===== src/cache_cfg_pkg.sv =====
package cache_cfg_pkg;

   // front-end side, byte address and word
   localparam int FE_ADDR_W = 16;
   localparam int FE_DATA_W = 32;

   // back-end bus, one line per beat
   localparam int BE_DATA_W = 128;

   localparam int FE_NBYTES = FE_DATA_W / 8;
   localparam int BE_NBYTES = BE_DATA_W / 8;

   localparam int LANE_W = $clog2(BE_DATA_W / FE_DATA_W); // lane select bits

   localparam int FE_WADDR_W  = FE_ADDR_W - $clog2(FE_NBYTES); // word address
   localparam int LINE_ADDR_W = FE_WADDR_W - LANE_W;           // back-end line address

endpackage


===== src/wbuf_pkg.sv =====
package wbuf_pkg;

   import cache_cfg_pkg::*;

   // one buffered front-end write
   typedef struct packed {
      logic [FE_WADDR_W-1:0] addr;  // word address
      logic [FE_NBYTES-1:0]  wstrb; // byte strobe within the word
      logic [FE_DATA_W-1:0]  data;
   } wbuf_entry_t;

   // addr splits into line address and lane:
   //   addr[FE_WADDR_W-1:LANE_W]  line
   //   addr[LANE_W-1:0]           lane within the back-end line
   //
   // data is the unshifted word, the channel replicates it across lanes
   // and moves the strobe to the addressed lane

endpackage


===== src/wr_channel.sv =====
`timescale 1ns/10ps

module wr_channel
   import cache_cfg_pkg::*, wbuf_pkg::*;
(
   input  logic                   clk_i,
   input  logic                   arst_i,

   // write buffer head
   input  logic                   avail_i,
   input  wbuf_entry_t            head_i,
   output logic                   pop_o,

   // back-end bus
   output logic                   be_valid_o,
   output logic [LINE_ADDR_W-1:0] be_addr_o,
   output logic [BE_DATA_W-1:0]   be_wdata_o,
   output logic [BE_NBYTES-1:0]   be_wstrb_o,
   input  logic                   be_ready_i,

   output logic                   idle_o
);

   localparam int NLANES = 2 ** LANE_W;

   typedef enum logic {
      ST_IDLE  = 1'b0,
      ST_WRITE = 1'b1
   } state_t;

   state_t state_q;
   state_t state_d;

   wbuf_entry_t hold_q;       // entry being written
   logic        load;
   logic [LANE_W-1:0] lane;

   // next state and pop
   always_comb begin
      state_d = state_q;
      load    = 1'b0;
      case (state_q)
         ST_IDLE: begin
            if (avail_i) begin
               load    = 1'b1;
               state_d = ST_WRITE;
            end
         end
         default: begin // write
            if (be_ready_i) begin
               if (avail_i) begin
                  load = 1'b1; // completion and next pop together
               end else begin
                  state_d = ST_IDLE;
               end
            end
         end
      endcase
   end

   always_ff @(posedge clk_i or posedge arst_i) begin
      if (arst_i) begin
         state_q <= ST_IDLE;
      end else begin
         state_q <= state_d;
      end
   end

   always_ff @(posedge clk_i) begin
      if (load) begin
         hold_q <= head_i;
      end
   end

   assign pop_o      = load;
   assign idle_o     = (state_q == ST_IDLE);
   assign be_valid_o = (state_q == ST_WRITE); // held until be_ready_i

   // line address drops the lane bits
   assign lane      = hold_q.addr[LANE_W-1:0];
   assign be_addr_o = hold_q.addr[FE_WADDR_W-1:LANE_W];

   assign be_wdata_o = {NLANES{hold_q.data}}; // word copied to every lane

   // strobe moved to the addressed lane only
   always_comb begin
      be_wstrb_o = '0;
      if (state_q == ST_WRITE) begin
         be_wstrb_o = {{(BE_NBYTES-FE_NBYTES){1'b0}}, hold_q.wstrb} << (lane * FE_NBYTES);
      end
   end

endmodule

===== config.mk =====
export PLATFORM = sky130hd
export DESIGN_NAME = wr_channel
export DESIGN_NICKNAME = d
export VERILOG_FILES = /design/src/cache_cfg_pkg.sv /design/src/wbuf_pkg.sv /design/src/wr_channel.sv
export SDC_FILE = /design/constraint.sdc
export NUM_CORES = 1
export LEC_CHECK = 0
export BUFFER_PORTS_ARGS = -buffer_cell sky130_fd_sc_hd__buf_4
export CORE_MARGIN = 2
export CORE_UTILIZATION = 37
export CTS_CLUSTER_SIZE = 20
export DETAILED_ROUTE_END_ITERATION = 10
export HOLD_SLACK_MARGIN = 0.06
export PLACE_DENSITY = 0.76
export RECOVER_POWER = 50
export SLEW_MARGIN = 20
export SYNTH_ARGS = -nofsm -noshare
export SYNTH_HDL_FRONTEND = slang
export SYNTH_SLANG_ARGS = --single-unit

===== constraint.sdc =====
create_clock -name clk_i -period 3 [get_ports clk_i]
set_clock_uncertainty 0.2 [all_clocks]
set_input_delay 0.15 -clock clk_i [delete_from_list [all_inputs] [get_ports clk_i]]
set_output_delay 0.15 -clock clk_i [all_outputs]
set_load 0.01 [all_outputs]

# After elaboration in Yosys (flattened, before gate mapping)

Index checks and enable logic that the tools add are counted.
W data, S select, Z words.

Register bits: 51
Bits of input ports: 54
Word-level logic and storage cells: 12
Output and inout port bits: 159

Bitwise operators: 1
Shift operators: 1
Muxes and demuxes: 6

Operator list:

| kind           | count |
|---|---|
| $mux W16       | 1 |
| $shl A4 B4 Y16 | 1 |
| $mux W1        | 5 |
| $not A1 Y1     | 1 |

# Depth between registers and ports, before layout

Depth in word-level cells: 3
Gate-level depth with buffers: 3
Mapped depth without buffers: 2

# Worst setup path after synthesis

Ideal clock, no wire load.

Kind: register -> register
Start: register state_q, in the netlist be_valid_o
End: register hold_q, in the netlist be_addr_o[0] (enable)
Arrival: 1.829 ns
Setup slack: 0.555 ns
Path buffers: 0
Period minus slack after synthesis: 2.445 ns
Required time: 2.384 ns
Stages on the path, launching flop included: 3
Path through: dfrtp_1 nand2b_1 and2_1

Longest elaborated chain between the ends: 1

RTL lines:

| what                   | line             | source |
|---|---|---|
| start, declared        | wr_channel.sv:31 | `state_t state_q;` |
| start signal, assigned | wr_channel.sv:65 | `state_q <= state_d;` |
| $mux W1                | wr_channel.sv:42 | `case (state_q)` |
| named net pop_o        | wr_channel.sv:12 | `output logic pop_o,` |
| end signal, assigned   | wr_channel.sv:71 | `hold_q <= head_i;` |
| end, declared          | wr_channel.sv:34 | `wbuf_entry_t hold_q;` |

The timed path passes the listed nets, and every way through them passes these cells.
A chain may end at the register's enable or synchronous reset.

# Worst setup path in the final report

Start: register state_q, in the netlist be_valid_o
End: output port pop_o

Longest elaborated chain between the ends: 1

RTL lines:

| what          | line |
|---|---|
| $mux W1       | wr_channel.sv:42 |
| end, declared | wr_channel.sv:12 |

Every way passes these cells.

==> metrics.txt <==
clock latency at the later pin of the worst-skew pair=just under 0.3 ns; Yosys Warn Count=0; total negative setup slack=0 ns; clk root buf=clkbuf_8; top cell type's share of synthesized area=between 50% and 60%; Non-Filler Instances=between 400 and 500; Worst Path Required=2.65 ns; CTS tree=built; commonest non-fill, non-tap cell in the layout=buf_4; CP max FO=43; placed cells=roughly 390; # DRC=0; fmax=about 0.44 GHz; post-synthesis mux area share=0%; Util after Layout=52.1%; area fraction in compound gates after synthesis=0%; post-synthesis simple-gate area fraction=approximately 5.4%; Final Total Pwr=between 1.5 and 2 mW; Final Cycle Share=74.9%; fillers=roughly 710; ANT nets after route=0; Leakage Power=roughly 1.6 nW; #FFs+latches synth=51; All-Layer GR Usage=between 10% and 20%; num rows=31; die footprint=8100 um2; most frequent cells in the layout=buf_4, clkbuf_1, dlygate4sd3_1, clkbuf_4, edfxtp_1; CP Launch Type=flop; vias=~1800; core box area=just over 7000 um2; cell count after synthesis=~220; Post-Synth XOR/XNOR Area=0%; maximum VDD drop=0.233 mV; total gr overflow=0; post-route minimum period=between 2 and 2.5 ns; setup ws final=0.752 ns; Post-Route WL=about 6.0 mm; outcome=finished clean; Worst Path Arrival=approximately 1.9 ns; Area Overhead vs Synth=37.2%; Worst Setup End Kind=output port; Worst-path clk slew=roughly 0.09 ns; Setup-failing EPs final=0; largest net degree at the start of global routing=44; area leader, netlist=edfxtp_1; initial DRC count=around 70; Starting Density=a little under two fifths; unrepaired setup endpoints after global routing=false; type of the worst setup path=flop to output port; sequential element share of the synthesized area=roughly 56%; Final HPWL DP=4.19 mm; first-pass GRT wire length=9.07 mm; vias in the first global route=between 1500 and 2000; Clock Sinks=between 50 and 60; number of buffers on the longest clock path=2; worst rel slew slack=64.2%; # port buffers=roughly 210; syn nets=about 280; chip width=between 90 and 100 um; Slew Limit Fails=0; initial antenna violation count=0; syn avg cell area=roughly 12 um2; largest family of logic cells by synthesized area=buffers and inverters; GP Congestion=between 0.6 and 0.7; mapped cell area=~2700 um2; share of layout cells above drive strength 1=approximately 40%; Vias/cell=about 4; Die Y-Extent=between 90 and 100 um; CTS Buf Count=5; postcts setup bufs=0; synth unique cells=12; Power Dens Cells=about 440 nW/um2; H-tree depth=2; WL/cell=13.1 um; hold crit path type=input port to flop; First-pass DRT Iterations=4; final hold vios=0; DP Worst Slack=between 1 and 1.5 ns; Worst-Margin Slew=0.537 ns; ant diodes=0; max_cap viols=0; post-synthesis adder-cell area fraction=0%; net total in the final layout=410; I/O pin count=213; synth top area cells=edfxtp_1, buf_4, nor2_1, nand2b_1, dfrtp_1
[per-layer routing]
metal	part of all wire, %	routed length (um)	track usage (%)	vias up
li1	-	-	-	846
met1	34	2020	13.6	831
met2	54	3240	27.4	120
met3	10	628	4.86	7
met4	1.5	91	3.97	0
met5	0	0	0	-
[cell families after synthesis]
kind of cell / count (synthesis)
buffers and inverters: 143
DFF: 51
and+or+nand+nor: 29
[area by class of cell]
class / instances / area (um2) / area share, %
Timing Repair Buffer: 267 / 1840 / 49.1
Sequential cell: 51 / 1530 / 40.6
Multi-Input combinational cell: 29 / 149 / 3.96
Tap cell: 99 / 124 / 3.30
Clock buffer: 5 / 68.8 / 1.83
Clock inverter: 3 / 38.8 / 1.03
Inverter: 2 / 7.51 / 0.200
[sequential cells by signal, indices dropped and copies added, names as in the netlist]
register	count
be_valid_o	1
be_addr_o	12
hold_q	6
be_wdata_o	32
[report_power, final]
part / internal [mW] / switching, mW
logic: 0.175 / 0.145
registers: 0.831 / 0.0311
clock network: 0.244 / 0.214
total: 1.25 / 0.390
[final timing paths]
check                      cells past startpoint             to  slack [ns]  startpoint
hold reg to reg                                2  be_wdata_o[1]        0.83  be_valid_o
setup reg to reg                               3  be_addr_o[10]        1.05  be_valid_o
max in group asynchronous                      4     be_valid_o        1.91      arst_i
hold / removal                                 3  be_wdata_o[1]        0.30  be_ready_i
setup / recovery                               4          pop_o        0.75  be_valid_o
min in group asynchronous                      4     be_valid_o        0.59      arst_i
[synth_stat cells]
library cell  count
nor3b_2           2
buf_4           140
inv_1             2
and2_1            1
nor3_1            1
nand2b_1          6
nand2_1           5
nor2_1           13
dfrtp_1           1
buf_2             1
edfxtp_1         50
nand2_2           1
[critical path, cell delays in order, from the launching register on]
cell      delay (ns)
dfrtp_1         0.45
nand2b_1        0.12
and2_2          0.29
buf_4           0.51
buf_4           0.22
[stage by stage]
stage | hold slack, ns | area [um2]
floorplan | -0.321 | 2740
global placement | -0.191 | 3410
detailed placement | -0.195 | 3410
CTS | 0.299 | 4050
global route | 0.310 | 3760
finish | 0.300 | 3760
[repair_timing]
action                                 CTS  global route
gates resized for setup                  0             0
endpoints found under the hold margin   52             0
hold buffers                            54             0
(Power assumes the default switching activity.)
