File: src/cache_cfg_pkg.sv
package cache_cfg_pkg;

   // front-end side, byte address and word
   localparam int FE_ADDR_W = 16;
   localparam int FE_DATA_W = 32;

   // back-end bus, one line per beat
   localparam int BE_DATA_W = 128;

   localparam int FE_NBYTES = FE_DATA_W / 8;
   localparam int BE_NBYTES = BE_DATA_W / 8;

   localparam int LANE_W = $clog2(BE_DATA_W / FE_DATA_W); // lane select bits

   localparam int FE_WADDR_W  = FE_ADDR_W - $clog2(FE_NBYTES); // word address
   localparam int LINE_ADDR_W = FE_WADDR_W - LANE_W;           // back-end line address

endpackage

File: src/wbuf_pkg.sv
package wbuf_pkg;

   import cache_cfg_pkg::*;

   // one buffered front-end write
   typedef struct packed {
      logic [FE_WADDR_W-1:0] addr;  // word address
      logic [FE_NBYTES-1:0]  wstrb; // byte strobe within the word
      logic [FE_DATA_W-1:0]  data;
   } wbuf_entry_t;

   // addr splits into line address and lane:
   //   addr[FE_WADDR_W-1:LANE_W]  line
   //   addr[LANE_W-1:0]           lane within the back-end line
   //
   // data is the unshifted word, the channel replicates it across lanes
   // and moves the strobe to the addressed lane

endpackage

File: src/wbuf_fifo.sv
`timescale 1ns/10ps

module wbuf_fifo
   import wbuf_pkg::*;
#(
   parameter int WBUF_DEPTH_W = 2
) (
   input  logic        clk_i,
   input  logic        arst_i,

   // write side
   input  logic        push_i,
   input  wbuf_entry_t push_entry_i,
   output logic        ack_o,

   // read side
   input  logic        pop_i,
   output wbuf_entry_t head_o,
   output logic        not_empty_o
);

   localparam int DEPTH = 2 ** WBUF_DEPTH_W;

   wbuf_entry_t mem_q [DEPTH];

   logic [WBUF_DEPTH_W-1:0] wr_ptr_q;
   logic [WBUF_DEPTH_W-1:0] rd_ptr_q;
   logic [WBUF_DEPTH_W:0]   count_q;

   logic full;
   logic do_push;
   logic do_pop;

   assign full        = (count_q == (WBUF_DEPTH_W+1)'(DEPTH));
   assign ack_o       = ~full;
   assign not_empty_o = (count_q != '0);

   // a full buffer still takes a push when the head leaves in the same cycle
   assign do_pop  = pop_i & not_empty_o;
   assign do_push = push_i & (~full | do_pop);

   assign head_o = mem_q[rd_ptr_q];

   // entry storage
   always_ff @(posedge clk_i) begin
      if (do_push) begin
         mem_q[wr_ptr_q] <= push_entry_i;
      end
   end

   // pointers wrap on their own, depth is a power of two
   always_ff @(posedge clk_i or posedge arst_i) begin
      if (arst_i) begin
         wr_ptr_q <= '0;
         rd_ptr_q <= '0;
      end else begin
         if (do_push) begin
            wr_ptr_q <= wr_ptr_q + 1'b1;
         end
         if (do_pop) begin
            rd_ptr_q <= rd_ptr_q + 1'b1;
         end
      end
   end

   always_ff @(posedge clk_i or posedge arst_i) begin
      if (arst_i) begin
         count_q <= '0;
      end else begin
         case ({do_push, do_pop})
            2'b10:   count_q <= count_q + 1'b1;
            2'b01:   count_q <= count_q - 1'b1;
            default: count_q <= count_q; // both or neither
         endcase
      end
   end

endmodule

File: config.mk
export PLATFORM = sky130hd
export DESIGN_NAME = wbuf_fifo
export DESIGN_NICKNAME = d
export VERILOG_FILES = /design/src/cache_cfg_pkg.sv /design/src/wbuf_pkg.sv /design/src/wbuf_fifo.sv
export SDC_FILE = /design/constraint.sdc
export NUM_CORES = 1
export LEC_CHECK = 0
export ABC_AREA = 1
export BUFFER_PORTS_ARGS = -buffer_cell sky130_fd_sc_hd__buf_4
export CAP_MARGIN = 5
export CORE_UTILIZATION = 56
export DETAILED_ROUTE_END_ITERATION = 6
export HOLD_SLACK_MARGIN = 0.06
export PLACE_DENSITY = 0.81
export SLEW_MARGIN = 30
export SYNTH_ARGS = -nofsm -noshare
export SYNTH_HDL_FRONTEND = slang
export SYNTH_SLANG_ARGS = --single-unit
File: constraint.sdc
create_clock -name clk_i -period 6.5 [get_ports clk_i]
set_input_delay 1.3 -clock clk_i [delete_from_list [all_inputs] [get_ports clk_i]]
set_output_delay 1.3 -clock clk_i [all_outputs]
set_load 0.05 [all_outputs]
Yosys cells after proc, flatten, opt, wreduce, memory -nomap -nowiden --
Memory sizes are Yosys's and may differ from the RTL's. Cells that the tools add are included.
Word-level totals: register bits 7, RAM bits 200, input bits 54, output and inout port bits 52, word-level logic and storage cells 20, memories 1
Operators by class: $add $sub $neg 4, equal/unequal tests 3, multiplexer cells 3, bitwise operators 4, reductions and logical operators 2
Memory list:
- mem_q | depth 4, width 50, rd ports 1, clocked after Yosys merged registers in 0, wr ports 1, RTL line wbuf_fifo.sv:24 | wbuf_entry_t mem_q [DEPTH];
Operators with widths (number):
- $pmux W3 S2 | 1
- $add A2 B1 Y2 const B | 2
- $add A3 B1 Y3 const B | 1
- $eq A3 B3 Y1 const B | 1
- $reduce_bool A3 Y1 | 1
- $sub A3 B1 Y3 const B | 1
- $and A1 B1 Y1 | 2
- $eq A2 B1 Y1 const B | 1
- $eq A2 B2 Y1 const B | 1
- $mux W1 | 2
- $reduce_bool A2 Y1 | 1
- $not A1 Y1 | 1
- $or A1 B1 Y1 | 1

Logic depth before layout (Yosys ltp) --
depth after elaboration 6, depth in mapped cells 9, gate-level depth less buffers 9

Worst setup path before layout --
No wires, ideal clock.
path type input -> register, start input port pop_i, end memory mem_q[0][0] in the netlist's numbering, enable pin, library setup time 458 ps, arrival time 3498 ps, required time 6042 ps, setup slack 2544 ps, stages 2, path buffers 0, cells stage by stage o21ai_4 -> nor2_1
On the way: cells in the longest elaborated chain, start to end 5
Ends and longest elaborated chain:
- start: declaration | RTL line wbuf_fifo.sv:17 | input logic pop_i,
- $and A1 B1 Y1 | RTL line wbuf_fifo.sv:39 | assign do_pop = pop_i & not_empty_o;
- $or A1 B1 Y1 | RTL line wbuf_fifo.sv:40 | assign do_push = push_i & (~full | do_pop);
- $and A1 B1 Y1 | RTL line wbuf_fifo.sv:40
- $mux W1 | RTL line wbuf_fifo.sv:46 | if (do_push) begin
- $mux W1 (not written as such) | RTL line wbuf_fifo.sv:47 | mem_q[wr_ptr_q] <= push_entry_i;
- end: declaration | RTL line wbuf_fifo.sv:24
Every way passes these cells.

==> summary.txt <==
Logic synthesis
  – Largest family of logic cells by synthesized area: compound AO/OA/AOI/OAI gates
  – Synth area leaders: edfxtp_1, nor2_1, o22ai_1, o21ai_0, o21ai_1
  – FF+latch count, synth: ~210
  – Mapped Nets: 597
  – Post-synthesis mux area share: 0
  – Leading area contributor after synthesis: edfxtp_1
  – Unique cell type count in the Yosys netlist: 21
  – Post-Syn Area: roughly 8000 sq um
  – Synth Area in Compound Gates: 0.108
  – Ys Warns: 0
  – Sequential share of the synthesized area: 0.787
  – Xor/xnor share of the synthesized area: 0.00223
  – Post-synthesis adder-cell area fraction: 0.00892
  – Post-Synthesis Cells: 538
  – Post-synth top area share: 0.765
  – Synth Area in Simple Gates: 0.0609
  – Syn avg cell area: about 15 sq um

GRT
  – Number of global-route vias before repair: approximately 4700
  – Largest net degree at the start of global routing: 103
  – First-pass GRT wire length: 23.7 mm
  – Initial antenna violation count: 0
  – GRT Util Overall: 0.214
  – GRT overflow: 0

Route
  – Drc violations: 0
  – DR iter-0 viols: between 400 and 500
  – DRT Wirelength: 15.7 mm
  – Antenna viol nets, final: 0
  – Routed wire per std cell: 18.9 um
  – Router iterations before antenna repair: 5
  – Detailed-route via count: about 4800
  – Vias/cell: 5.80

Status
  – Run status: completed

Clock tree
  – Num CTS Buffers: 20
  – CTS tree: done
  – CTS root buf: clkbuf_16
  – Post_cts resized: 0
  – # hold bufs at CTS: 0
  – Worst-Skew Late Latency: 0.48 ns
  – Clock Tree Buf Depth: 3
  – Clk sinks: 207
  – Reg clk slew, reported paths: 0.06 ns
  – H-tree depth: 1
  – Post-CTS Setup Inserts: 0

Floorplanning
  – Cell row count: 42
  – Die X: approximately 120 um
  – Die area: 14500 sq um
  – CORE AREA: 13500 sq um
  – DIE HEIGHT: 120 um
  – I/O pin cnt: 106
  – Initial Utilization: 0.584

Critical path
  – Crit Reg-Reg Endpoint: mem_q[0][2]$_DFFE_PP_
  – CP dominant cell by count: buf_4
  – Top delay family on crit path: buffers and inverters
  – CP endpoint: head_o[46]
  – Reg2reg path depth: 5
  – CP Buf/Inv Count: 4
  – CP Data Arrival Time: 3.13 ns
  – CP max stage delay: 0.55 ns
  – Worst Setup SP: rd_ptr_q[0]$_DFFE_PP0N_
  – CP Class: register to output port
  – Largest fanout on the critical path: between 100 and 150
  – FF-to-FF Start: wr_ptr_q[0]$_DFFE_PP0P_
  – Slowest CP cell: buf_6
  – Reg2Reg Setup Slack: roughly 4.2 ns
  – Critical Path Stages: 6
  – Critical Path Start Type: register
  – Critical path endpoint category: output port
  – CP required: 5.20 ns
  – Critical-path cell list: buf_6, clkinv_2, buf_4, o21ai_0, o22ai_1, buf_4

Layout
  – Non-Filler Instances: 830
  – Fillers: ~900
  – Sequential standard cell area: between 6000 and 7000 sq um
  – Fraction of layout cells with a size suffix above 1: 0.228
  – Nets: 699
  – Area delta synth->final: 19.5%
  – Area of the multi-input gates: 1440 sq um
  – Antenna Cells: 0

Timing
  – F_max: 0.226 GHz
  – Final Hold Viols: 0
  – Relative slew slack: 0.469
  – Setup violators final: 0
  – Clock Skews: 0.00582 ns
  – Slew Limit Fails: 0
  – RSZ-0062 raised after global routing: false
  – Period minus WS final: 4.43 ns
  – Crit share post-route: 0.682
  – Slew at the pin closest to its max-slew limit: 0.797 ns
  – Setup TNS: 0 ns

Place
  – HPWL Detailed: 8.95 mm
  – RePlAce Congestion: 0.748
  – PortBufs: 105
  – Inst Count DP: 794

Flow run
  – Max cap viols: 0

Hold path
  – Hold Crit Depth: 2
  – Worst Hold Class: register to register
[synth_stat cells, drive strengths merged]
master	number
inv	14
edfxtp	200
fa	1
o21ai	102
ha	4
clkbuf	18
nor2	108
buf	14
nand3	3
nand2	12
nand3b	1
dfrtp	7
xor2	2
a21oi	2
o22ai	50
[tightest hold or removal path, cell delays in order (launching register included)]
cell,delay [ns]
dfrtp_1,0.37
nand2_1,0.06
nand2_1,0.05
[final cells by class]
class,count,area share
Clock buffer,28,0.0588
Sequential cell,207,0.659
Multi-Input combinational cell,285,0.153
Clock inverter,8,0.00933
Timing Repair Buffer,112,0.0900
Tap cell,176,0.0235
Inverter,14,0.00573
[layout by cell type (no fill, tap or decap), types with 4 or more instances in the layout]
cell	synthesis	layout
edfxtp_1	200	200
buf_4	0	111
nor2_1	106	102
o21ai_0	61	61
o22ai_1	50	50
o21ai_1	40	40
clkbuf_16	0	21
inv_1	13	12
nand2_1	12	12
clkbuf_1	16	7
clkinv_2	0	5
dfrtp_1	7	5
nor2_4	0	4
ha_1	4	4
[cell families (layout without fill, tap and decap cells)]
kind of cell    after synthesis  count (layout)
compound gates              154             154
xor+xnor                      2               2
fa+ha+maj                     5               5
buf+inv                      46             162
flops                       207             207
simple gates                124             124
[metrics by stage]
stage	cell area (sq um)	hold slack, ns	setup WS, ns	util
6_report	9380	0.511	2.07	0.698
5_1_grt	9380	0.560	1.88	0.698
4_1_cts	9380	0.510	1.78	0.697
3_5_place_dp	8740	0.496	2.30	0.650
3_3_place_gp	8740	0.479	2.32	0.650
2_1_floorplan	7850	0.462	2.54	-
[worst min path at each step]
stage	start	to
finish	count_q[2]$_DFFE_PP0P_	count_q[2]$_DFFE_PP0P_
global route	count_q[2]$_DFFE_PP0P_	count_q[2]$_DFFE_PP0P_
CTS	count_q[2]$_DFFE_PP0P_	count_q[2]$_DFFE_PP0P_
detailed placement	count_q[2]$_DFFE_PP0P_	count_q[2]$_DFFE_PP0P_
global placement	count_q[2]$_DFFE_PP0P_	count_q[2]$_DFFE_PP0P_
floorplan	count_q[2]$_DFFE_PP0P_	count_q[2]$_DFFE_PP0P_
[registers in the layout, indices dropped and copies added (netlist names)]
name / cells
mem_q: 200
count_q: 3
rd_ptr_q: 2
wr_ptr_q: 2
[layer usage]
metal | wire length [um] | part of all wire | GRT usage
met1 | 6300 | 0.40 | 0.282
met2 | 7980 | 0.51 | 0.360
met3 | 996 | 0.063 | 0.0321
met4 | 435 | 0.028 | 0.0872
met5 | 0 | 0 | 0
Power is not shown: default switching activity piles up to over one toggle a cycle in this logic, so the estimate is an artifact.
